### src/design/cpu_settings.svh
`ifndef CPU_SETTINGS_SVH
`define CPU_SETTINGS_SVH

// word width of registers, alu and memory
`define CPU_DATA_W 16

// words in the shared program and data memory
`define CPU_MEM_DEPTH 1024

// low address bits that reach the memory
`define CPU_MEM_AW 10

// general purpose registers, one write enable each
`define CPU_NUM_REGS 16

`endif
### src/design/cpu_pkg.sv
`include "cpu_settings.svh"

package cpu_pkg;

	typedef logic [`CPU_DATA_W-1:0] word_t; // data word
	typedef logic [`CPU_DATA_W-1:0] addr_t; // full address, memory sees low bits only
	typedef logic [$clog2(`CPU_NUM_REGS)-1:0] reg_idx_t;
	typedef logic [7:0] imm8_t; // low byte of the instruction
	typedef logic [4:0] flags_t; // {n, c, v, z, l}

	// bit positions inside flags_t
	localparam int FLAG_N = 4; // negative
	localparam int FLAG_C = 3; // carry, no borrow on subtract
	localparam int FLAG_V = 2; // signed overflow
	localparam int FLAG_Z = 1; // zero
	localparam int FLAG_L = 0; // unsigned less

	// instruction bits 15..12
	typedef enum logic [3:0] {
		ADD, ADDI, ADDC, SUB,
		SUBI, CMP, CMPI, AND,
		OR, XOR, MOV, MOVI,
		SHIFT, LOAD, STOR, BRANCH
	} opcode_t;

	// branch condition, sits in the rdest field
	typedef enum logic [3:0] {
		EQ = 4'd0, // z set
		NE = 4'd1, // z clear
		CS = 4'd2, // c set
		CC = 4'd3, // c clear
		LO = 4'd4, // l set
		HS = 4'd5, // l clear
		MI = 4'd6, // n set
		AL = 4'd7, // always
		JR = 4'd8 // absolute, target in rsrc register
	} cond_t;

	typedef enum logic [1:0] {
		FETCH,
		DECODE,
		EXECUTE,
		MEMORY // load only
	} ctrl_state_t;

	// next pc source
	typedef enum logic [1:0] {
		PC_INC, // pc + 1
		PC_REL, // pc + 1 + sign extended displacement
		PC_ABS // register target
	} pc_sel_t;

endpackage

### src/design/instruction_register.sv
module instruction_register (
	input logic clk,
	input logic reset,
	input logic ir_en, // decode cycle
	input cpu_pkg::word_t mem_data, // port a read data
	output cpu_pkg::opcode_t op,
	output cpu_pkg::reg_idx_t rdest,
	output cpu_pkg::reg_idx_t rsrc,
	output cpu_pkg::imm8_t imm8
);

	cpu_pkg::word_t ir;

	// held through execute and memory
	always_ff @(posedge clk or negedge reset) begin
		if (!reset)
			ir <= '0;
		else if (ir_en)
			ir <= mem_data;
	end

	assign op = cpu_pkg::opcode_t'(ir[15:12]);
	assign rdest = ir[11:8]; // also branch condition
	assign rsrc = ir[3:0]; // overlaps imm8 low nibble
	assign imm8 = ir[7:0];

endmodule

### config.mk
export PLATFORM = sky130hd
export DESIGN_NAME = instruction_register
export DESIGN_NICKNAME = d
export VERILOG_FILES = /design/src/design/cpu_pkg.sv /design/src/design/instruction_register.sv
export VERILOG_INCLUDE_DIRS = /design/src /design/src/design
export SDC_FILE = /design/constraint.sdc
export NUM_CORES = 1
export LEC_CHECK = 0
export BUFFER_PORTS_ARGS = -buffer_cell sky130_fd_sc_hd__buf_4
export CORE_MARGIN = 2
export CORE_UTILIZATION = 37
export CTS_CLUSTER_SIZE = 20
export DETAILED_ROUTE_END_ITERATION = 8
export GPL_TIMING_DRIVEN = 0
export PLACE_DENSITY = 0.74
export SYNTH_ARGS = -nofsm -noshare
export SYNTH_HDL_FRONTEND = slang
export SYNTH_SLANG_ARGS = --single-unit
### constraint.sdc
create_clock -name clk -period 0.9 [get_ports clk]
set_clock_uncertainty 0.15 [all_clocks]
set_input_delay 0.18 -clock clk [delete_from_list [all_inputs] [get_ports clk]]
set_output_delay 0.18 -clock clk [all_outputs]
set_load 0.01 [all_outputs]
; Yosys cells after proc, flatten, opt, wreduce, memory -nomap -nowiden
; Cells that the tools add are included.
[word_totals]
ff_bits = 16
input_bits = 19
out_inout_bits = 20
wordCells = 1

; Longest topological paths before layout
[logic_depth]
depth_word = 0
depth_mapped = 3
mapped_depth_nobuf = 1

; Worst setup path before layout
; No wires, ideal clock.
[synth_timing]
kind = input-to-reg
start = input port ir_en
end = register ir[10]
arrival_ns = 0.716
t_required_ns = 0.625
setup_slack_ns = -0.092
cell_stages = 3
path_buffers = 2
path_cell_list = buf_6 -> buf_12 -> mux2_4
[synth_rtl]
columns = item, line
row1 = from (decl), instruction_register.sv:4  ; input logic ir_en,
row2 = to (signal assigned), instruction_register.sv:19  ; ir <= mem_data;
row3 = to (decl), instruction_register.sv:12  ; cpu_pkg::word_t ir;
; No word-level cell between the ends.

; Worst setup path after layout
[layout_timing]
start = register ir[2]
end = output port rsrc[2]
[layout_rtl]
columns = item, line
row1 = to (decl), instruction_register.sv:8  ; output cpu_pkg::reg_idx_t rsrc,
; No word-level cell between the ends.

==> flow_metrics.env <==
export IMPL_largestRegisters="ir x16"
export IMPL_cts_hold_fix_buffers=1
export IMPL_layout_cell_area_non_filler_um2=1210
export IMPL_vias_per_cell=4.29
export IMPL_detail_route_wirelength_um=1380
export IMPL_placement_io_buffers=37
export IMPL_worst_hold_path_endpoint="ir[9]"
export IMPL_comb_power_share=0.300
export IMPL_synthTopCellsByCount="dfrtp_1 (16), mux2_4 (10), mux2_2 (6)"
export IMPL_crit_family="flip-flops"
export IMPL_postSynthCellCount=38
export IMPL_critical_path_startpoint_type="flop"
export IMPL_drv_max_cap_violation_count=0
export IMPL_cp_end_kind="output port"
export IMPL_seq_power_share=0.457
export IMPL_grt_start_max_net_pins=17
export IMPL_postRouteAntennaNets=0
export IMPL_initialDrtViolationCount=0
export IMPL_worstPathMaxFanout=3
export IMPL_initial_utilization=0.393
export IMPL_worst_slack_ps=-356
export IMPL_number_of_nets_produced_by_synthesis=57
export IMPL_power_density_nw_per_um2=1550
export IMPL_total_power_mw=1.87
export IMPL_number_of_cells_on_the_worst_hold_path=2
export IMPL_worst_path_max_delay_cell="dfrtp_1"
export IMPL_max_stage_delay_ps=420
export IMPL_post_synthesis_instance_area_um2=679
export IMPL_antenna_found_initial=0
export IMPL_report_final_hold_viol_count=16
export IMPL_layout_drive_gt1_share=0.809
export IMPL_cts_clk_slew_worst_paths_ps=90
export IMPL_cts_sinks=16
export IMPL_worst_r2r_cell_count=2
export IMPL_synth_distinct_cells=6
export IMPL_die_height_um=46.9
export IMPL_gr_usage_all_layers=0.146
export IMPL_yosysTopAreaCellShare=0.589
export IMPL_criticalPathCategory="reg -> out"
export IMPL_grt_setup_unrepaired="yes"
export IMPL_postSynthRegisterBits=16
export IMPL_timing_critical_path_cells="buf_6 > buf_6"
export IMPL_globalplace_congestion=0.564
export IMPL_non_filler_instance_count_after_layout=114
export IMPL_final_net_count=109
export IMPL_yosysWarningCount=0
export IMPL_top_level_ports=39
export IMPL_worst_slew_pin_slew_ps=200
export IMPL_final_max_slew_violation_count=0
export IMPL_relSlewSlack=0.867
export IMPL_ctsRootBufferMaster="clkbuf_4"
export IMPL_dieArea_um2=2190
export IMPL_reg_to_reg_critical_path_startpoint="ir[0]"
export IMPL_dr_total_vias=489
export IMPL_cts_made_buffers=3
export IMPL_post_route_util=0.699
export IMPL_place_area_um2=992
export IMPL_detail_route_wl_per_cell_um=12.1
export IMPL_worst_ir_drop_vdd_mv=0.937
export IMPL_clkLatencyLatePin_ps=270
export IMPL_most_frequent_cell_on_critical_path="buf_6"
export IMPL_route_detailed_drc=0
export IMPL_post_synth_top_area_cell="dfrtp_1"
export IMPL_ys_flop_type="dfrtp_1"
export IMPL_finalCritPeriodShare=1.40
export IMPL_drt_pre_antenna_iters=1
export IMPL_synth_seq_area_share=0.589
export IMPL_internal_power_mw=1.44
export IMPL_switching_share_of_power=0.230
export IMPL_hold_class="in -> reg"
export IMPL_critPathArrivalTime_ps=930
export IMPL_power_clock_fraction=0.243
export IMPL_run_status="complete, but fails checks"
export IMPL_floorplan_core_area_um2=1730
export IMPL_crit_reg2reg_capture="ir[0]"
export IMPL_synth_avg_cell_area_um2=17.9
export IMPL_hold_start="mem_data[9]"
export IMPL_post_synth_main_area_contributors="dfrtp_1 (59%), mux2_4 (22%), mux2_2 (9.9%)"
export IMPL_max_clock_path_buffers=2
export IMPL_floorplan_die_width_um=46.9
export IMPL_cts_tree="built"
export IMPL_p_leak_nw=0.615
export IMPL_yosys_cell_count_top_type="dfrtp_1"
export IMPL_ys_async_sr_fraction=1.00
export IMPL_critical_path_n_buffers_inverters=2
export IMPL_first_pass_grt_wire_length_um=2080
export IMPL_failed_checks="negative hold slack, negative setup slack"
export IMPL_areaGrowthSynthToFinish_pct=77.7
export IMPL_clock_fmax_mhz=796
export IMPL_ff2ff_setup_slack_ps=-170
export IMPL_overflow=0
export IMPL_synth_enable_flop_cells=0
export IMPL_diodes=0
export IMPL_placed_cells=100
export IMPL_cp_required_ps=570
export IMPL_finalSetupViolCount=36
export IMPL_period_needed_ps=1260
export IMPL_switching_power_uw=429
export IMPL_register_name_with_the_most_flops="ir"
export IMPL_h_tree_depth=1
export IMPL_hold_worst_slack_ps=-24.7
export IMPL_core_rowCount=15
export IMPL_max_reg_flops=16
export IMPL_number_of_global_route_vias_before_repair=485
==> what timing repair did <==
action	in CTS	in global routing
setup buffers	5	4
resized for setup	24	3
endpoints found under the setup margin	36	36
endpoints found under the hold margin	32	16
pin swaps	0	0
==> through the flow <==
| step | hold slack, ps | setup WS [ps] | TNS [ps] |
|---|---|---|---|
| finish | -24.7 | -356 | -6820 |
| detailed placement | -100 | -124 | -1410 |
| global route | -41.4 | -405 | -8010 |
| floorplan | -266 | -87.9 | -1050 |
| global placement | -101 | -111 | -1300 |
| CTS | -33.0 | -368 | -6610 |
==> worst register-to-register path: stages (launching register included) <==
cell and delay (ps):
dfrtp_1 420, buf_4 140, mux2_4 250
==> cell type report <==
class,instances,area (µm²)
tap,25,31.3
sequential,16,400
fill,139,519
clock buffer,4,36.3
buffer,6,80.1
timing repair buffer,47,434
multi-input combinational,16,225
==> logic make-up after synthesis <==
kind of cell | after synthesis | synth area share
muxes | 16 | 0.320
DFF | 16 | 0.589
buffers and inverters | 6 | 0.0902
==> cell usage in the layout, fill, tap and decap left out <==
| cell | instances |
|---|---|
| buf_12 | 1 |
| buf_4 | 25 |
| buf_6 | 25 |
| buf_8 | 1 |
| clkbuf_4 | 3 |
| clkbuf_8 | 1 |
| dfrtp_1 | 16 |
| dlygate4sd3_1 | 1 |
| mux2_2 | 4 |
| mux2_4 | 12 |
==> metal layers <==
layer,GRT usage,vias to the layer above,share of wire
li1,-,227,-
met1,0.165,234,0.40
met2,0.238,26,0.51
met3,0.0423,2,0.083
met4,0.100,0,0.011
met5,0,-,0
==> how the worst max path moves through the flow <==
stage          cells past startpoint  start       to
2_1_floorplan                      3  ir_en   ir[10]
3_3_place_gp                       3  ir_en    ir[8]
5_1_grt                            2  ir[3]  rsrc[3]
4_1_cts                            2  ir[0]  rsrc[0]
6_report                           2  ir[2]  rsrc[2]
3_5_place_dp                       3  ir_en    ir[5]
==> power by group through the flow <==
stage / Combinational, mW / Clock [mW] / Sequential (mW)
CTS: 0.531 / 0.475 / 0.851
global route: 0.600 / 0.508 / 0.860
floorplan: 0.166 / 0 / 0.879
finish: 0.559 / 0.454 / 0.853
detailed placement: 0.426 / 0 / 0.847
global placement: 0.417 / 0 / 0.846
(Power assumes the default switching activity.)
