$ cat src/design/cpu_settings.svh
`ifndef CPU_SETTINGS_SVH
`define CPU_SETTINGS_SVH

// word width of registers, alu and memory
`define CPU_DATA_W 16

// words in the shared program and data memory
`define CPU_MEM_DEPTH 1024

// low address bits that reach the memory
`define CPU_MEM_AW 10

// general purpose registers, one write enable each
`define CPU_NUM_REGS 16

`endif
$ cat src/design/cpu_pkg.sv
`include "cpu_settings.svh"

package cpu_pkg;

	typedef logic [`CPU_DATA_W-1:0] word_t; // data word
	typedef logic [`CPU_DATA_W-1:0] addr_t; // full address, memory sees low bits only
	typedef logic [$clog2(`CPU_NUM_REGS)-1:0] reg_idx_t;
	typedef logic [7:0] imm8_t; // low byte of the instruction
	typedef logic [4:0] flags_t; // {n, c, v, z, l}

	// bit positions inside flags_t
	localparam int FLAG_N = 4; // negative
	localparam int FLAG_C = 3; // carry, no borrow on subtract
	localparam int FLAG_V = 2; // signed overflow
	localparam int FLAG_Z = 1; // zero
	localparam int FLAG_L = 0; // unsigned less

	// instruction bits 15..12
	typedef enum logic [3:0] {
		ADD, ADDI, ADDC, SUB,
		SUBI, CMP, CMPI, AND,
		OR, XOR, MOV, MOVI,
		SHIFT, LOAD, STOR, BRANCH
	} opcode_t;

	// branch condition, sits in the rdest field
	typedef enum logic [3:0] {
		EQ = 4'd0, // z set
		NE = 4'd1, // z clear
		CS = 4'd2, // c set
		CC = 4'd3, // c clear
		LO = 4'd4, // l set
		HS = 4'd5, // l clear
		MI = 4'd6, // n set
		AL = 4'd7, // always
		JR = 4'd8 // absolute, target in rsrc register
	} cond_t;

	typedef enum logic [1:0] {
		FETCH,
		DECODE,
		EXECUTE,
		MEMORY // load only
	} ctrl_state_t;

	// next pc source
	typedef enum logic [1:0] {
		PC_INC, // pc + 1
		PC_REL, // pc + 1 + sign extended displacement
		PC_ABS // register target
	} pc_sel_t;

endpackage

$ cat src/design/alu.sv
`include "cpu_settings.svh"

module alu (
	input cpu_pkg::word_t a, // rdest register
	input cpu_pkg::word_t b, // rsrc register or immediate
	input cpu_pkg::opcode_t op,
	input cpu_pkg::flags_t flags_in, // stored flags
	output cpu_pkg::word_t result,
	output cpu_pkg::flags_t flags_next
);

	logic [`CPU_DATA_W:0] sum; // top bit is carry out
	logic [`CPU_DATA_W:0] diff; // top bit set means no borrow
	logic cin;
	logic add_ovf;
	logic sub_ovf;
	logic [3:0] shamt;

	// only addc chains the stored carry
	assign cin = (op == cpu_pkg::ADDC) ? flags_in[cpu_pkg::FLAG_C] : 1'b0;

	assign sum = {1'b0, a} + {1'b0, b} + {{`CPU_DATA_W{1'b0}}, cin};
	assign diff = {1'b0, a} + {1'b0, ~b} + {{`CPU_DATA_W{1'b0}}, 1'b1}; // a - b

	// same signs in, different sign out
	assign add_ovf = (a[`CPU_DATA_W-1] == b[`CPU_DATA_W-1]) &&
		(sum[`CPU_DATA_W-1] != a[`CPU_DATA_W-1]);
	assign sub_ovf = (a[`CPU_DATA_W-1] != b[`CPU_DATA_W-1]) &&
		(diff[`CPU_DATA_W-1] != a[`CPU_DATA_W-1]);

	assign shamt = b[3:0];

	always_comb begin
		flags_next = flags_in; // c, v, l held unless arithmetic
		result = a;
		case (op)
			cpu_pkg::ADD, cpu_pkg::ADDI, cpu_pkg::ADDC: begin
				result = sum[`CPU_DATA_W-1:0];
				flags_next[cpu_pkg::FLAG_C] = sum[`CPU_DATA_W];
				flags_next[cpu_pkg::FLAG_V] = add_ovf;
				flags_next[cpu_pkg::FLAG_L] = 1'b0; // no compare on add
			end
			cpu_pkg::SUB, cpu_pkg::SUBI, cpu_pkg::CMP, cpu_pkg::CMPI: begin
				result = diff[`CPU_DATA_W-1:0]; // cmp result is dropped upstream
				flags_next[cpu_pkg::FLAG_C] = diff[`CPU_DATA_W];
				flags_next[cpu_pkg::FLAG_V] = sub_ovf;
				flags_next[cpu_pkg::FLAG_L] = ~diff[`CPU_DATA_W]; // borrow = a < b
			end
			cpu_pkg::AND: result = a & b;
			cpu_pkg::OR: result = a | b;
			cpu_pkg::XOR: result = a ^ b;
			cpu_pkg::MOV, cpu_pkg::MOVI: result = b;
			cpu_pkg::SHIFT: begin
				// direction from the sign bit of the amount register
				if (b[`CPU_DATA_W-1])
					result = a >> shamt;
				else
					result = a << shamt;
			end
			default: result = a; // load, store, branch never write flags
		endcase
		// n and z track every result
		flags_next[cpu_pkg::FLAG_N] = result[`CPU_DATA_W-1];
		flags_next[cpu_pkg::FLAG_Z] = (result == '0);
	end

endmodule

$ cat config.mk
export PLATFORM = sky130hd
export DESIGN_NAME = alu
export DESIGN_NICKNAME = d
export VERILOG_FILES = /design/src/design/cpu_pkg.sv /design/src/design/alu.sv
export VERILOG_INCLUDE_DIRS = /design/src /design/src/design
export SDC_FILE = /design/constraint.sdc
export NUM_CORES = 1
export LEC_CHECK = 0
export ABC_AREA = 0
export BUFFER_PORTS_ARGS = -buffer_cell sky130_fd_sc_hd__buf_2
export CAP_MARGIN = 30
export CORE_MARGIN = 5
export CORE_UTILIZATION = 40
export DETAILED_ROUTE_END_ITERATION = 7
export SLEW_MARGIN = 20
export SYNTH_ARGS = -nofsm -noshare
export SYNTH_HDL_FRONTEND = slang
export SYNTH_SLANG_ARGS = --single-unit
$ cat constraint.sdc
create_clock -name vclk -period 5.87
set_clock_uncertainty 0.05 [all_clocks]
set_input_delay 0.587 -clock vclk [all_inputs]
set_output_delay 0.587 -clock vclk [all_outputs]
set_load 0.01 [all_outputs]
# Word level (Yosys, flattened, before mapping)
# Cells that the tools add are included.
dict set report classes {
  eq_ne 16
  bitwise 5
  addsub 4
  reduce_logical 7
  mux 5
  shifts 2
}
# cell count
set ops {}
lappend ops {{$pmux W16 S7} 1}
lappend ops {{$add A16 B16 Y17} 2}
lappend ops {{$eq A4 B4 Y1 const B} 5}
lappend ops {{$add A17 B1 Y17} 1}
lappend ops {{$add A17 B1 Y17 const B} 1}
lappend ops {{$and A16 B16 Y16} 1}
lappend ops {{$eq A4 B3 Y1 const B} 4}
lappend ops {{$logic_not A16 Y1} 1}
lappend ops {{$mux W16} 1}
lappend ops {{$not A16 Y16} 1}
lappend ops {{$or A16 B16 Y16} 1}
lappend ops {{$shl A16 B4 Y16} 1}
lappend ops {{$shr A16 B4 Y16} 1}
lappend ops {{$xor A16 B16 Y16} 1}
lappend ops {{$eq A4 B2 Y1 const B} 2}
lappend ops {{$eq A4 B1 Y1 const B} 1}
lappend ops {{$logic_not A4 Y1} 1}
lappend ops {{$pmux W2 S2} 1}
lappend ops {{$reduce_or A4 Y1} 1}
lappend ops {{$ne A1 B1 Y1} 3}
lappend ops {{$reduce_or A3 Y1} 1}
lappend ops {{$logic_and A1 B1 Y1} 2}
lappend ops {{$pmux W1 S2} 1}
lappend ops {{$reduce_or A2 Y1} 1}
lappend ops {{other kinds (3)} 3}
dict set report totals {
  regBits 0
  elab_cells 39
  input_bits 41
}

# Longest topological paths before layout
dict set report depth {
  word_depth 6
  mapped_depth 15
}

# Worst setup path before layout
# No wires, ideal clock.
dict set report synth_path {
  path_kind {input-to-output}
  start {in op[1]}
  end {out flags_next[1]}
  arrival_time_ns 4.203
  stages 13
  n_path_buf 2
  required_ns 5.233
  setup_slack_ns 1.030
  cell_sequence {buf_2 clkbuf_1 nor2b_1 nand3_1 fa_1 fa_1 a2bb2oi_1 o2111ai_1 o32a_1 o21bai_1 or4b_1 or4_1 nor4b_2}
}
dict set report synth_between {
  elab_chain_cells 5
}
# item line_no
set synth_rtl {}
lappend synth_rtl {{start, declared} alu.sv:6} ;# input cpu_pkg::opcode_t op,
lappend synth_rtl {{$eq A4 B2 Y1} {alu.sv:20, alu.sv:36}}
lappend synth_rtl {{$mux W1} alu.sv:20} ;# assign cin = (op == cpu_pkg::ADDC) ? flags_in[cpu_pkg::FLAG_C] : 1'b0;
lappend synth_rtl {{$add A17 B1 Y17} alu.sv:22} ;# assign sum = {1'b0, a} + {1'b0, b} + {{`CPU_DATA_W{1'b0}}, cin};
lappend synth_rtl {{$pmux W16 S7 *} alu.sv:36} ;# case (op)
lappend synth_rtl {{via result[1]} alu.sv:8} ;# output cpu_pkg::word_t result,
lappend synth_rtl {{$logic_not A16 Y1 *} alu.sv:64} ;# flags_next[cpu_pkg::FLAG_Z] = (result == '0);
lappend synth_rtl {{end, declared} alu.sv:9} ;# output cpu_pkg::flags_t flags_next
# Mark *: on every way through the listed nets, which the timed path passes. The rest lies on a longest branch.

# Worst setup path in the final report
dict set report layout_path {
  start {in b[3]}
  end {out flags_next[1]}
}
dict set report layout_between {
  elab_chain_cells 5
}
# item line_no
set layout_rtl {}
lappend layout_rtl {{start, declared} alu.sv:5} ;# input cpu_pkg::word_t b,
lappend layout_rtl {{$not A16 Y16} alu.sv:23} ;# assign diff = {1'b0, a} + {1'b0, ~b} + {{`CPU_DATA_W{1'b0}}, 1'b1};
lappend layout_rtl {{$add A16 B16 Y17} alu.sv:23}
lappend layout_rtl {{$add A17 B1 Y17} alu.sv:23}
lappend layout_rtl {{$pmux W16 S7 *} alu.sv:36}
lappend layout_rtl {{$logic_not A16 Y1 *} alu.sv:64}
# Every way passes the cells marked *; elsewhere a longest branch is shown, timed or not.

==> reports/results.txt <==
For this configuration, the core starts out at a cell density of 40.38%. Measured along the y axis, the die boundary spans 116.9 µm. Power spread over the standard cell area amounts to 99.53 nW/µm².

Summing over every cut layer, the via total after detailed routing is 5389. The core region is 11320 µm². Setup violations remaining at the end of the flow were counted as 0. The actual slew at the worst max-slew pin was 889.8 ps. The number of antenna diodes in the final layout is 0. The number of endpoints with negative hold slack in the final report came out at 0.

The total of hold buffers inserted after clock tree synthesis was 0. For this block, the routed nets add up to 18300 µm of wire. The run gives 653.8 ps as the post-place setup slack. By area the synthesized netlist is led by sky130_fd_sc_hd__ha_1 13%, sky130_fd_sc_hd__mux4_2 6.9%, sky130_fd_sc_hd__mux4_1 5.7%, sky130_fd_sc_hd__a21oi_1 5.7%, sky130_fd_sc_hd__nor2_1 5.7%. The routed design could run at a clock period as short as 5440 ps. The number of setup buffers added after CTS is 0. The first-pass detailed-route iteration total was 5; the global-route wire length before repair was 28280 µm. VDD sags by at most 0.04437 mV. For this run, design rule violations remaining after detail routing come to 0. The setup slack of the critical path after layout is 429.7 ps, and the horizontal die dimension is 116.9 µm. The part of the Yosys area used for sequential elements is 0%. The most common cell in the synthesized netlist is sky130_fd_sc_hd__nor2_1. The type of the tightest min-delay check is primary input to output pin. The placement-stage cell area was 4832 µm². Summing all multi-input logic gate instances after layout gives 4074 µm². The critical path is of the primary input to output pin type. The arrival time reported for the critical path endpoint is 4800 ps. Setup repair after global routing left no endpoint under its margin. The row count is 39. The detail route stage leaves a number of antenna-violating nets equal to 0. Max-cap violations in this run came to 0.

The area growth from synthesis to layout is 5.692%. In this run the tool buffered the top-level ports with 60 buffer cells. The run gives 1229 as the layout filler cell count.

The run gives 0 as the number of pins with negative max-slew slack in the final report. The number of different library cells used by synthesis comes to 76. After clock tree synthesis, the repair step resized 0 gates.

The tools report the final setup TNS as 0 ps. The tools report the relative slew slack as 39.14%. The worst setup path is captured at an output pin. In the synthesized netlist, the number of instances is 637.

The worst path uses 92.68% of the clock period. The final layout contains a sequential cell count of 0. The total of clock buffers placed in the layout is 0. Yosys printed 0 warnings. For the I/O pin count, the log shows 62. After detailed routing, the average wire length per cell comes to 22.96 µm.

The tools report the final weighted congestion of routability-driven global placement as 0.9721. The synthesized cell area came out at 4572 µm². The full die area came out at 13670 µm².

The type of element launching the critical path is a primary input. The flow ran to the end, and the final reports show no timing, DRC or antenna violations. Along the worst path, the maximum fanout reaches 16.

In this run the mean area of a mapped cell was 7.177 µm². The wire-length estimate of the detail-placed layout is 14000 µm. Global routing finished with a remaining overflow of 0. The largest area contributor in the synthesized netlist is sky130_fd_sc_hd__ha_1. The initial antenna violation count came out at 0. Across the whole layout, storage elements account for 0 µm².

The share of layout cells above drive strength 1 was 16.21%; the required time of the critical path was 5230 ps. After detailed routing, the number of vias per cell comes to 6.762. For this run, the top clock speed supported by timing is 183.8 MHz. Global routing used 26.18% of the available tracks across all layers.

The top cell type's share of synthesized area was 13.41%; the maximum number of pins on one net before global-route repair was 36. The first routing iteration left 572 violations. For the post-layout net count, the log shows 749. For this design the static power due to leakage is 2.068 nW. By count the netlist is led by 69 x sky130_fd_sc_hd__nor2_1, 53 x sky130_fd_sc_hd__nand2_1, 52 x sky130_fd_sc_hd__a21oi_1. The number of global-route vias before repair was 5153; the post-synthesis net count was 730. With fillers left out, the area of the finished cells amounts to 4832 µm².
layout make-up:
cell class / instances / share of cell area, %
Multi-Input combinational cell: 534 / 84.31
Tap cell: 143 / 3.703
Timing Repair Buffer: 75 / 8.493
Inverter: 45 / 3.496
logic make-up (layout without fill, tap and decap cells):
logic type / count (synthesis) / in the layout / share of synthesized area (%)
and+or+nand+nor: 215 / 215 / 22.88
buffers and inverters: 103 / 120 / 10.89
AOI/OAI and AO/OA: 207 / 207 / 31.01
adders and majority gates: 52 / 52 / 14.72
muxes: 52 / 52 / 18.97
xor gates and xnor gates: 8 / 8 / 1.533
through the flow:
step	utilization [%]	cells	power [mW]	hold slack (ps)
2_1_floorplan	-	637	0.3276	1268
3_3_place_gp	42.57	795	0.4613	1436
3_5_place_dp	42.68	797	0.4662	1434
4_1_cts	42.68	797	0.4690	1434
5_1_grt	42.68	797	0.5176	1478
6_report	42.68	797	0.4809	1429
placed cells by master (no fill, tap or decap), types with 4 or more instances in the layout:
cell,instances
sky130_fd_sc_hd__mux2i_1,21
sky130_fd_sc_hd__mux2_2,7
sky130_fd_sc_hd__nand2_1,53
sky130_fd_sc_hd__a41oi_1,4
sky130_fd_sc_hd__o22ai_1,8
sky130_fd_sc_hd__a32oi_1,5
sky130_fd_sc_hd__nand3b_1,5
sky130_fd_sc_hd__nand4_1,4
sky130_fd_sc_hd__o31ai_1,8
sky130_fd_sc_hd__o211ai_1,12
sky130_fd_sc_hd__a21oi_1,52
sky130_fd_sc_hd__xnor2_1,5
sky130_fd_sc_hd__nand2b_1,11
sky130_fd_sc_hd__buf_4,14
sky130_fd_sc_hd__a2111oi_0,4
sky130_fd_sc_hd__ha_1,49
sky130_fd_sc_hd__o2bb2ai_1,4
sky130_fd_sc_hd__a31oi_1,9
sky130_fd_sc_hd__mux4_2,14
sky130_fd_sc_hd__o21ai_0,32
sky130_fd_sc_hd__nor2b_1,8
sky130_fd_sc_hd__o221ai_1,4
sky130_fd_sc_hd__a21o_1,5
sky130_fd_sc_hd__mux4_1,10
sky130_fd_sc_hd__nor3_1,19
sky130_fd_sc_hd__a22oi_1,6
sky130_fd_sc_hd__a221oi_1,6
sky130_fd_sc_hd__nor2_1,69
sky130_fd_sc_hd__or3_1,5
sky130_fd_sc_hd__o2111ai_1,5
sky130_fd_sc_hd__buf_2,61
sky130_fd_sc_hd__inv_1,42
sky130_fd_sc_hd__nand3_1,15
sky130_fd_sc_hd__a211oi_1,10
sky130_fd_sc_hd__o21bai_1,4
routing by layer:
metal	up-vias	part of all wire [%]	global-route usage, %
met2	352	46	42.89
li1	2439	-	-
met5	-	0	0
met1	2550	41	36.32
met4	0	3.7	8.333
met3	48	9.4	2.519
power breakdown:
part / switching, mW / internal (mW) / leakage (nW)
Combinational: 0.296 / 0.184 / 2.07
Sequential: 0 / 0 / 0
Clock: 0 / 0 / 0
Total: 0.296 / 0.184 / 2.07
critical path: stages:
cell and delay, ps:
sky130_fd_sc_hd__buf_2 300, sky130_fd_sc_hd__inv_1 320, sky130_fd_sc_hd__ha_1 490, sky130_fd_sc_hd__nor2_1 230, sky130_fd_sc_hd__nand3_1 170, sky130_fd_sc_hd__a2111oi_0 810
sky130_fd_sc_hd__nor4_1 230, sky130_fd_sc_hd__xnor2_1 240, sky130_fd_sc_hd__o221ai_1 190, sky130_fd_sc_hd__a2111o_1 440, sky130_fd_sc_hd__or4_1 420, sky130_fd_sc_hd__nor4b_2 210
sky130_fd_sc_hd__buf_2 160
path summary, 6_finish.rpt:
path	start	end	slack [ps]	depth (start not counted)
worst max-delay path	b[3]	flags_next[1]	430	13
worst min-delay path	flags_in[0]	flags_next[0]	1430	4
Note: power is estimated with default switching activity, not from simulation.
