===== src/design/cpu_settings.svh =====
`ifndef CPU_SETTINGS_SVH
`define CPU_SETTINGS_SVH

// word width of registers, alu and memory
`define CPU_DATA_W 16

// words in the shared program and data memory
`define CPU_MEM_DEPTH 1024

// low address bits that reach the memory
`define CPU_MEM_AW 10

// general purpose registers, one write enable each
`define CPU_NUM_REGS 16

`endif

===== src/design/cpu_pkg.sv =====
`include "cpu_settings.svh"

package cpu_pkg;

	typedef logic [`CPU_DATA_W-1:0] word_t; // data word
	typedef logic [`CPU_DATA_W-1:0] addr_t; // full address, memory sees low bits only
	typedef logic [$clog2(`CPU_NUM_REGS)-1:0] reg_idx_t;
	typedef logic [7:0] imm8_t; // low byte of the instruction
	typedef logic [4:0] flags_t; // {n, c, v, z, l}

	// bit positions inside flags_t
	localparam int FLAG_N = 4; // negative
	localparam int FLAG_C = 3; // carry, no borrow on subtract
	localparam int FLAG_V = 2; // signed overflow
	localparam int FLAG_Z = 1; // zero
	localparam int FLAG_L = 0; // unsigned less

	// instruction bits 15..12
	typedef enum logic [3:0] {
		ADD, ADDI, ADDC, SUB,
		SUBI, CMP, CMPI, AND,
		OR, XOR, MOV, MOVI,
		SHIFT, LOAD, STOR, BRANCH
	} opcode_t;

	// branch condition, sits in the rdest field
	typedef enum logic [3:0] {
		EQ = 4'd0, // z set
		NE = 4'd1, // z clear
		CS = 4'd2, // c set
		CC = 4'd3, // c clear
		LO = 4'd4, // l set
		HS = 4'd5, // l clear
		MI = 4'd6, // n set
		AL = 4'd7, // always
		JR = 4'd8 // absolute, target in rsrc register
	} cond_t;

	typedef enum logic [1:0] {
		FETCH,
		DECODE,
		EXECUTE,
		MEMORY // load only
	} ctrl_state_t;

	// next pc source
	typedef enum logic [1:0] {
		PC_INC, // pc + 1
		PC_REL, // pc + 1 + sign extended displacement
		PC_ABS // register target
	} pc_sel_t;

endpackage


===== src/design/control_and_decoder.sv =====
`include "cpu_settings.svh"

module control_and_decoder (
	input logic clk,
	input logic reset,
	input logic run, // low holds the machine in fetch
	input cpu_pkg::opcode_t op,
	input cpu_pkg::reg_idx_t rdest,
	input cpu_pkg::flags_t flags, // stored flags for branch conditions
	output logic ir_en,
	output logic pc_en,
	output cpu_pkg::pc_sel_t pc_sel,
	output logic [`CPU_NUM_REGS-1:0] reg_en,
	output logic imm_sel, // alu operand b from imm8
	output logic wb_sel, // write back from memory
	output logic addr_sel, // port a address from rsrc register
	output logic mem_we,
	output logic flag_we,
	output logic retire
);

	cpu_pkg::ctrl_state_t state;
	cpu_pkg::ctrl_state_t state_next;
	cpu_pkg::cond_t cond;
	logic [`CPU_NUM_REGS-1:0] reg_onehot;
	logic is_imm;
	logic is_mem;
	logic alu_writes;
	logic alu_flags;
	logic taken;

	assign cond = cpu_pkg::cond_t'(rdest);
	assign reg_onehot = {{(`CPU_NUM_REGS-1){1'b0}}, 1'b1} << rdest;

	// opcode classes
	assign is_imm = (op == cpu_pkg::ADDI) || (op == cpu_pkg::SUBI) ||
		(op == cpu_pkg::CMPI) || (op == cpu_pkg::MOVI);
	assign is_mem = (op == cpu_pkg::LOAD) || (op == cpu_pkg::STOR);
	assign alu_flags = !is_mem && (op != cpu_pkg::BRANCH); // every alu op
	assign alu_writes = alu_flags && (op != cpu_pkg::CMP) && (op != cpu_pkg::CMPI);

	// condition check on stored flags, jr handled apart
	always_comb begin
		case (cond)
			cpu_pkg::EQ: taken = flags[cpu_pkg::FLAG_Z];
			cpu_pkg::NE: taken = !flags[cpu_pkg::FLAG_Z];
			cpu_pkg::CS: taken = flags[cpu_pkg::FLAG_C];
			cpu_pkg::CC: taken = !flags[cpu_pkg::FLAG_C];
			cpu_pkg::LO: taken = flags[cpu_pkg::FLAG_L];
			cpu_pkg::HS: taken = !flags[cpu_pkg::FLAG_L];
			cpu_pkg::MI: taken = flags[cpu_pkg::FLAG_N];
			cpu_pkg::AL: taken = 1'b1;
			default: taken = 1'b0; // unused codes fall through
		endcase
	end

	always_ff @(posedge clk or negedge reset) begin
		if (!reset)
			state <= cpu_pkg::FETCH;
		else
			state <= state_next;
	end

	always_comb begin
		case (state)
			cpu_pkg::FETCH: state_next = run ? cpu_pkg::DECODE : cpu_pkg::FETCH;
			cpu_pkg::DECODE: state_next = cpu_pkg::EXECUTE;
			cpu_pkg::EXECUTE: begin
				if (op == cpu_pkg::LOAD)
					state_next = cpu_pkg::MEMORY; // wait for read data
				else
					state_next = cpu_pkg::FETCH;
			end
			default: state_next = cpu_pkg::FETCH;
		endcase
	end

	// datapath controls
	always_comb begin
		ir_en = 1'b0;
		pc_sel = cpu_pkg::PC_INC;
		reg_en = '0;
		imm_sel = is_imm; // harmless outside execute
		wb_sel = 1'b0;
		addr_sel = 1'b0; // pc addresses memory in fetch
		mem_we = 1'b0;
		flag_we = 1'b0;
		retire = 1'b0;
		case (state)
			cpu_pkg::DECODE: ir_en = 1'b1; // read data arrives now
			cpu_pkg::EXECUTE: begin
				addr_sel = is_mem;
				mem_we = (op == cpu_pkg::STOR);
				flag_we = alu_flags;
				if (alu_writes)
					reg_en = reg_onehot;
				retire = (op != cpu_pkg::LOAD);
				if (op == cpu_pkg::BRANCH) begin
					if (cond == cpu_pkg::JR)
						pc_sel = cpu_pkg::PC_ABS;
					else if (taken)
						pc_sel = cpu_pkg::PC_REL;
				end
			end
			cpu_pkg::MEMORY: begin
				wb_sel = 1'b1; // load data from port a
				reg_en = reg_onehot;
				retire = 1'b1;
			end
			default: ;
		endcase
		pc_en = retire; // pc moves once per instruction
	end

endmodule


===== config.mk =====
export PLATFORM = sky130hd
export DESIGN_NAME = control_and_decoder
export DESIGN_NICKNAME = d
export VERILOG_FILES = /design/src/design/cpu_pkg.sv /design/src/design/control_and_decoder.sv
export VERILOG_INCLUDE_DIRS = /design/src /design/src/design
export SDC_FILE = /design/constraint.sdc
export NUM_CORES = 1
export LEC_CHECK = 0
export BUFFER_PORTS_ARGS = -buffer_cell sky130_fd_sc_hd__buf_2
export CAP_MARGIN = 20
export CORE_AREA = 2 2 39 41
export CTS_CLUSTER_SIZE = 14
export DETAILED_ROUTE_END_ITERATION = 8
export DIE_AREA = 0 0 41 43
export GPL_TIMING_DRIVEN = 0
export PLACE_DENSITY = 0.75
export SKIP_CTS_REPAIR_TIMING = 1
export SLEW_MARGIN = 5
export SYNTH_ARGS = -nofsm -noshare
export SYNTH_HDL_FRONTEND = slang
export SYNTH_SLANG_ARGS = --single-unit

===== constraint.sdc =====
create_clock -name clk -period 1.82 [get_ports clk]
set_clock_uncertainty 0.05 [all_clocks]
set_input_delay 0.091 -clock clk [delete_from_list [all_inputs] [get_ports clk]]
set_output_delay 0.091 -clock clk [all_outputs]
set_load 0.02 [all_outputs]

# Word level (Yosys, flattened, before mapping)
# Index checks and enable logic that the tools add are counted.
# W data, S select, Z words.
[totals]
elab_cells = 53
reg_bits = 2
n_memories = 0
ram_bits = 0
output_inout_bits = 26
input_bits = 16
latch_bits = 0
rom_bits = 0
[op_classes]
n_lt_le_gt_ge = 0
n_shift = 1
n_reduce_logical = 13
eq_ne = 22
addsub = 0
n_mul = 0
muxes = 16
n_div = 0
bitwise = 0
[op_table]
columns = ["op", "count"]
rows = [
  ["$pmux W16 S2", 1],
  ["$eq A4 B3 Y1 const B", 6],
  ["$eq A4 B4 Y1 const B", 5],
  ["$mux W16", 1],
  ["$shl A1 B4 Y16 const A", 1],
  ["$eq A4 B1 Y1 const B", 2],
  ["$eq A4 B2 Y1 const B", 2],
  ["$mux W2", 4],
  ["$ne A4 B3 Y1 const B", 2],
  ["$ne A4 B4 Y1 const B", 2],
  ["$pmux W1 S8", 1],
  ["$mux W1", 7],
  ["$pmux W2 S3", 1],
  ["$eq A2 B2 Y1 const B", 2],
  ["$logic_not A1 Y1", 4],
  ["$logic_not A4 Y1", 1],
  ["$logic_or A1 B1 Y1", 4],
  ["$logic_and A1 B1 Y1", 3],
  ["$eq A2 B1 Y1 const B", 1],
  ["$logic_not A2 Y1", 1],
  ["$pmux W1 S2", 1],
]

# Logic depth before layout (Yosys ltp)
# Gate-level depths: netlist (run 1).
[depth]
depth_word = 8
depth_mapped = 5
ltp_nobuf = 3

# Worst setup path after synthesis (run 1)
# Ideal clock, no wire load.
[synth_path]
path_type = "register to output"
startpoint = "register state[0]"
endpoint = "output pc_sel[0]"
required_ns = 1.679
setup_slack_ns = 0.171
path_stages_with_launch = 4
t_arrival_ns = 1.508
n_path_buf = 0
path_cell_list = "dfrtp_1 -> nand4b_1 -> or2_2 -> a211oi_1"
[synth_via]
elab_chain_len = 2
[synth_lines]
columns = ["item", "line_no", "text"]
rows = [
  ["start: declaration", "control_and_decoder.sv:22", "cpu_pkg::ctrl_state_t state;"],
  ["start signal: assignment", "control_and_decoder.sv:59", "state <= cpu_pkg::FETCH;"],
  ["start signal: assignment", "control_and_decoder.sv:61", "state <= state_next;"],
  ["$eq A2 B2 Y1", "control_and_decoder.sv:89", "case (state)"],
  ["$mux W2", "control_and_decoder.sv:89", ""],
  ["end: declaration", "control_and_decoder.sv:12", "output cpu_pkg::pc_sel_t pc_sel,"],
]
# Every way passes these cells.

# Final worst setup path (run 1)
# Ends and elaborated chain as after synthesis.

==> results_dict.tcl, run 1 <==
set metrics [dict create \
    final_common_cell "buf_2" \
    cts_sinks 2 \
    dp_hpwl_um 980.6 \
    finalWeightedCongestion 0.7177 \
    syn_to_final_growth_pct 56.83 \
    numCtsBuffers 3 \
    cp_num_cells 4 \
    power_density_nw_per_um2 506.9 \
    ys_seq_area_frac 0.1093 \
    design.core.area_um2 1384 \
    reg2reg_depth 2 \
    hold_ws_ns 0.1306 \
    cpPeakStageDelay_ns 0.44 \
    drt_first_pass_iters 3 \
    overflow 0 \
    ir_drop_mv 0.1590 \
    cp_top_family "simple AND/OR/NAND/NOR gates" \
    fin_crit_sh 0.9648 \
    min_period_ns 1.756 \
    crit_type "flop to primary output" \
    gr-usage-all-layers 0.1459 \
    root_buffer "clkbuf_4" \
    rsz0062_at_grt "no" \
    portBuffers 37 \
    crit_slowest_cell "dfrtp_2" \
    worst_ep_arrival_time_ns 1.61 \
    syn_avg_cell_area_um2 7.269 \
    pin_count 42 \
    via_per_inst 4.943 \
    start_kind "flop" \
    totalPowerFinal_mw 0.3640 \
    drive_gt1_frac 0.5472 \
    antenna_found_initial 0 \
    rows 14 \
    grt_pass1_wl_um 1876 \
    largest_register "state" \
    avgRoutedWirePerCell_um 10.30 \
    ys_ff_latch 2 \
    nets 124 \
    final_max_slew_viol_count 0 \
    dieArea_um2 1763 \
    final_cell_area_um2 718.2 \
    outcome "complete, no violations" \
    max_freq_mhz 569.5 \
    reg2reg_slack_ns 0.84 \
    syn-num-nets 79 \
    finalHoldViolCount 0 \
    cts_buffer_depth 2 \
    clk_pin_slew_ns 0.03 \
    maxSlewHeadroom 0.6859 \
    clk_latency_ns 0.23 \
    grt_pass1_vias 494 \
    critPathCaptureType "primary output" \
    tns_ns 0 \
    final-setup-viol-count 0 \
    die_h_um 43 \
    power.leakage_nw 0.3683 \
    mostFrequentLayoutCells "buf_2 (40), nor3_1 (13), nor2_1 (5)" \
    r2r_start "state[1]" \
    drt_iter0_drc 4 \
    timing.rr.end "state[0]" \
    synth_cells 63 \
    final_cells 122 \
    crit_required_ns 1.68 \
    place_inst 116 \
    tightest_slew_ns 0.4695 \
    crit_chain "nand4b_1, or2_2, a211oi_2, buf_2" \
    reg_top3 "state x2" \
    antenna_left 0 \
    worstSetupStartpoint "state[0]" \
    dieWidth_um 41 \
    path_buf_inv 1 \
    syn_area_um2 457.9 \
    largest_reg_flops 2 \
    diodes 0 \
    yosys_warnings 0 \
    h-tree-depth 1 \
    hold_class "input port to async pin" \
    yosysUniqueCellTypes 29 \
    grt_max_degree 11 \
    initial_core_util 0.3309 \
    drt-total-wl_um 1257 \
    vias 603 \
    cts_tree "built" \
    maxCapViolCount 0 \
    drc 0 \
    crit_end "pc_sel[0]" \
    dpl_cell_area_um2 663.1 \
    cp_max_fo 7 \
]
[cell type report]
class,instances,area (µm²)
repair buffers,40,210.2
flip-flops and latches,2,52.55
inverters,2,7.507
clock buffers,3,22.52
fillers,136,665.6
plain buffers,6,41.29
well taps,16,20.02
multi-input cells,53,364.1
[per-stage QoR]
| stage | setup WS, ns | util |
|---|---|---|
| after global placement | 0.2438 | 0.4792 |
| after floorplan | 0.1710 | - |
| final | 0.06407 | 0.5190 |
| after detailed placement | 0.2494 | 0.4792 |
| after global routing | 0.01513 | 0.5190 |
| after CTS | -0.003030 | 0.4955 |
[layer usage]
metal  track usage  wire, µm  up-vias
met1        0.1772       556      247
met3       0.01047       141        0
met5             0         0        -
li1              -         -      317
met4       0.06000         0        0
met2        0.2469       559       39
[synthesized netlist by cell type]
cell | count | share of area
a31oi_1 | 1 | 0.014
or2_2 | 3 | 0.041
xor2_1 | 1 | 0.019
o21a_1 | 1 | 0.016
a22o_1 | 1 | 0.019
nand2b_1 | 4 | 0.055
nand4b_1 | 2 | 0.038
buf_4 | 2 | 0.033
xnor2_1 | 1 | 0.019
mux2_2 | 3 | 0.074
buf_2 | 3 | 0.033
buf_6 | 1 | 0.025
o211ai_1 | 1 | 0.016
nor3b_1 | 1 | 0.016
mux2i_1 | 1 | 0.022
a211oi_1 | 1 | 0.016
nor4_1 | 4 | 0.055
nand3b_1 | 1 | 0.016
o41ai_4 | 1 | 0.060
nand2_1 | 3 | 0.025
nor2_1 | 5 | 0.041
inv_1 | 2 | 0.016
or2b_1 | 1 | 0.016
and3b_1 | 1 | 0.019
dfrtp_1 | 2 | 0.11
nor2b_1 | 1 | 0.014
and2_1 | 1 | 0.014
nor3_1 | 13 | 0.14
o21bai_1 | 1 | 0.016
[worst min-delay path by stage]
| stage | startpoint | to | slack (ns) | cells past startpoint |
|---|---|---|---|---|
| global route | reset | state[0] | 0.15 | 2 |
| CTS | reset | state[0] | -0.41 | 1 |
| finish | reset | state[0] | 0.13 | 2 |
| floorplan | reset | state[0] | -0.25 | 0 |
| detailed placement | reset | state[0] | -0.17 | 1 |
| global placement | reset | state[0] | -0.18 | 1 |
[kinds of logic after synthesis]
logic type	share of synthesized area
AOI/OAI and AO/OA	0.1585
xor gates and xnor gates	0.03826
buffers and inverters	0.1065
DFF	0.1093
muxes	0.09562
and+or+nand+nor	0.4918
[worst register-to-register path, delay by kind of cell (launching register included)]
| kind | cells | cell delay (ns) |
|---|---|---|
| flops | 1 | 0.43 |
| mux | 1 | 0.35 |
| simple gates | 1 | 0.08 |
[report_power, final]
group | leakage [nW] | internal (mW) | total, mW | switching, mW
logic | 0.331 | 0.0868 | 0.194 | 0.108
registers | 0.0231 | 0.0541 | 0.0722 | 0.0181
clock network | 0.0138 | 0.0727 | 0.0976 | 0.0249
total | 0.368 | 0.214 | 0.364 | 0.150
Note: power is estimated with default switching activity, not from simulation.
==> inputs of run 2 (changes only) <==
BUFFER_PORTS_ARGS = -buffer_cell sky130_fd_sc_hd__buf_4   (was -buffer_cell sky130_fd_sc_hd__buf_2)
==> results_dict.tcl, run 2 (synthesis results as in run 1) <==
set metrics [dict create \
    rows 14 \
    root_buffer "clkbuf_4" \
    drc 0 \
    reg2reg_depth 2 \
    dpl_cell_area_um2 755.7 \
    grt-busiest-layer "met2" \
    drt_first_pass_iters 2 \
    crit_required_ns 1.68 \
    place_inst 116 \
    final_cell_area_um2 795.8 \
    finalHoldViolCount 0 \
    cts_tree "built" \
    cts_sinks 2 \
    dieWidth_um 41 \
    fin_crit_sh 0.9774 \
    power_density_nw_per_um2 481.4 \
    critPathCaptureType "primary output" \
    cp_max_fo 7 \
    power_switching_mw 0.1519 \
    antenna_found_initial 0 \
    timing.rr.end "state[0]" \
    nets 123 \
    finalWeightedCongestion 0.7089 \
    crit_type "flop to primary output" \
    final_cells 121 \
    comb_power_share 0.560 \
    min_period_ns 1.779 \
    via_per_inst 4.992 \
    worst_ep_arrival_time_ns 1.64 \
    h-tree-depth 1 \
    start_kind "flop" \
    dp_hpwl_um 1075 \
    final_max_slew_viol_count 0 \
    antenna_left 0 \
    overflow 0 \
    reg2reg_slack_ns 0.77 \
    largest_register "state" \
    drt_iter0_drc 3 \
    portBuffers 37 \
    power.leakage_nw 0.3747 \
    hold_ws_ns 0.1327 \
    r2r_start "state[1]" \
    avgRoutedWirePerCell_um 10.96 \
    final-setup-viol-count 0 \
    grt_max_degree 11 \
    maxSlewHeadroom 0.6779 \
    cts_buffer_depth 2 \
    grtUsageMet1 0.2134 \
    pin_count 42 \
    vias 604 \
    design.core.area_um2 1384 \
    outcome "complete, no violations" \
    p_int_mw 0.2312 \
    clk_latency_ns 0.23 \
    clk_pin_slew_ns 0.03 \
    reg_top3 "state x2" \
    grt_pass1_wl_um 2242 \
    netSwitchingFraction 0.3965 \
    die_h_um 43 \
    p_seq_frac 0.184 \
    gr-usage-all-layers 0.1772 \
    use_met3 0.08377 \
    max_freq_mhz 562.1 \
    pwr-share-clk 0.256 \
    tns_ns 0 \
    dieArea_um2 1763 \
    initial_core_util 0.3309 \
    drive_gt1_frac 0.5143 \
    grt_pass1_vias 542 \
    mostFrequentLayoutCells "buf_4 (40), nor3_1 (13), nor2_1 (5)" \
    ir_drop_mv 0.1577 \
    use_met2 0.2750 \
    diodes 0 \
    final_common_cell "buf_4" \
    largest_reg_flops 2 \
    maxCapViolCount 0 \
    syn_to_final_growth_pct 73.77 \
    tightest_slew_ns 0.4814 \
    hold_class "input port to async pin" \
    numCtsBuffers 3 \
    drt-total-wl_um 1326 \
    fill_cells 132 \
]
run 2: changes by cell type in the layout (fill, tap and decap cells not counted):
cell / previous run / this run
dfrtp_2: 2 / 0
buf_2: 40 / 3
a211oi_2: 1 / 0
a211oi_1: 0 / 1
dfrtp_1: 0 / 2
buf_4: 4 / 40
run 2: how the worst max path moves through the flow:
stage	end	depth (start not counted)	slack [ns]	startpoint
detailed placement	pc_sel[0]	4	0.25	state[0]
global placement	pc_sel[0]	4	0.24	state[0]
global route	pc_sel[0]	4	-0.002	state[0]
floorplan	pc_sel[0]	3	0.17	state[0]
CTS	pc_sel[0]	4	-0.009	state[0]
finish	pc_sel[0]	4	0.04	state[0]
run 2: layout make-up:
class / instances / area [µm²] / share of cell area
Buffer: 6 / 41.29 / 0.05189
Clock buffer: 3 / 22.52 / 0.02830
Inverter: 2 / 7.507 / 0.009434
Multi-Input combinational cell: 53 / 359.1 / 0.4513
Sequential cell: 2 / 50.05 / 0.06289
Tap cell: 16 / 20.02 / 0.02516
Timing Repair Buffer: 39 / 295.3 / 0.3711
run 2: power groups by stage:
stage                     Sequential [mW]  Combinational [mW]  Clock (mW)
after global routing               0.0719               0.236       0.106
after global placement             0.0702               0.210           0
final                              0.0706               0.214      0.0980
after CTS                          0.0700               0.213      0.0988
after floorplan                    0.0661               0.136           0
after detailed placement           0.0704               0.213           0
run 2: per-layer routing:
layer / up-vias / share of wire
met2: 37 / 0.44
met4: 0 / 0
met3: 0 / 0.15
met1: 252 / 0.41
met5: - / 0
li1: 315 / -
run 2: critical path, cell delays in order (launching register included):
cell and delay (ns):
dfrtp_1 0.45, nand4b_1 0.23, or2_2 0.31, a211oi_1 0.24
buf_4 0.18
run 2: stage by stage:
step | utilization | total power [mW] | worst slack, ns
2_1_floorplan | - | 0.2022 | 0.1710
3_3_place_gp | 0.5461 | 0.2803 | 0.2362
3_5_place_dp | 0.5461 | 0.2830 | 0.2525
4_1_cts | 0.5624 | 0.3821 | -0.008977
5_1_grt | 0.5750 | 0.4142 | -0.002090
6_report | 0.5750 | 0.3831 | 0.04108
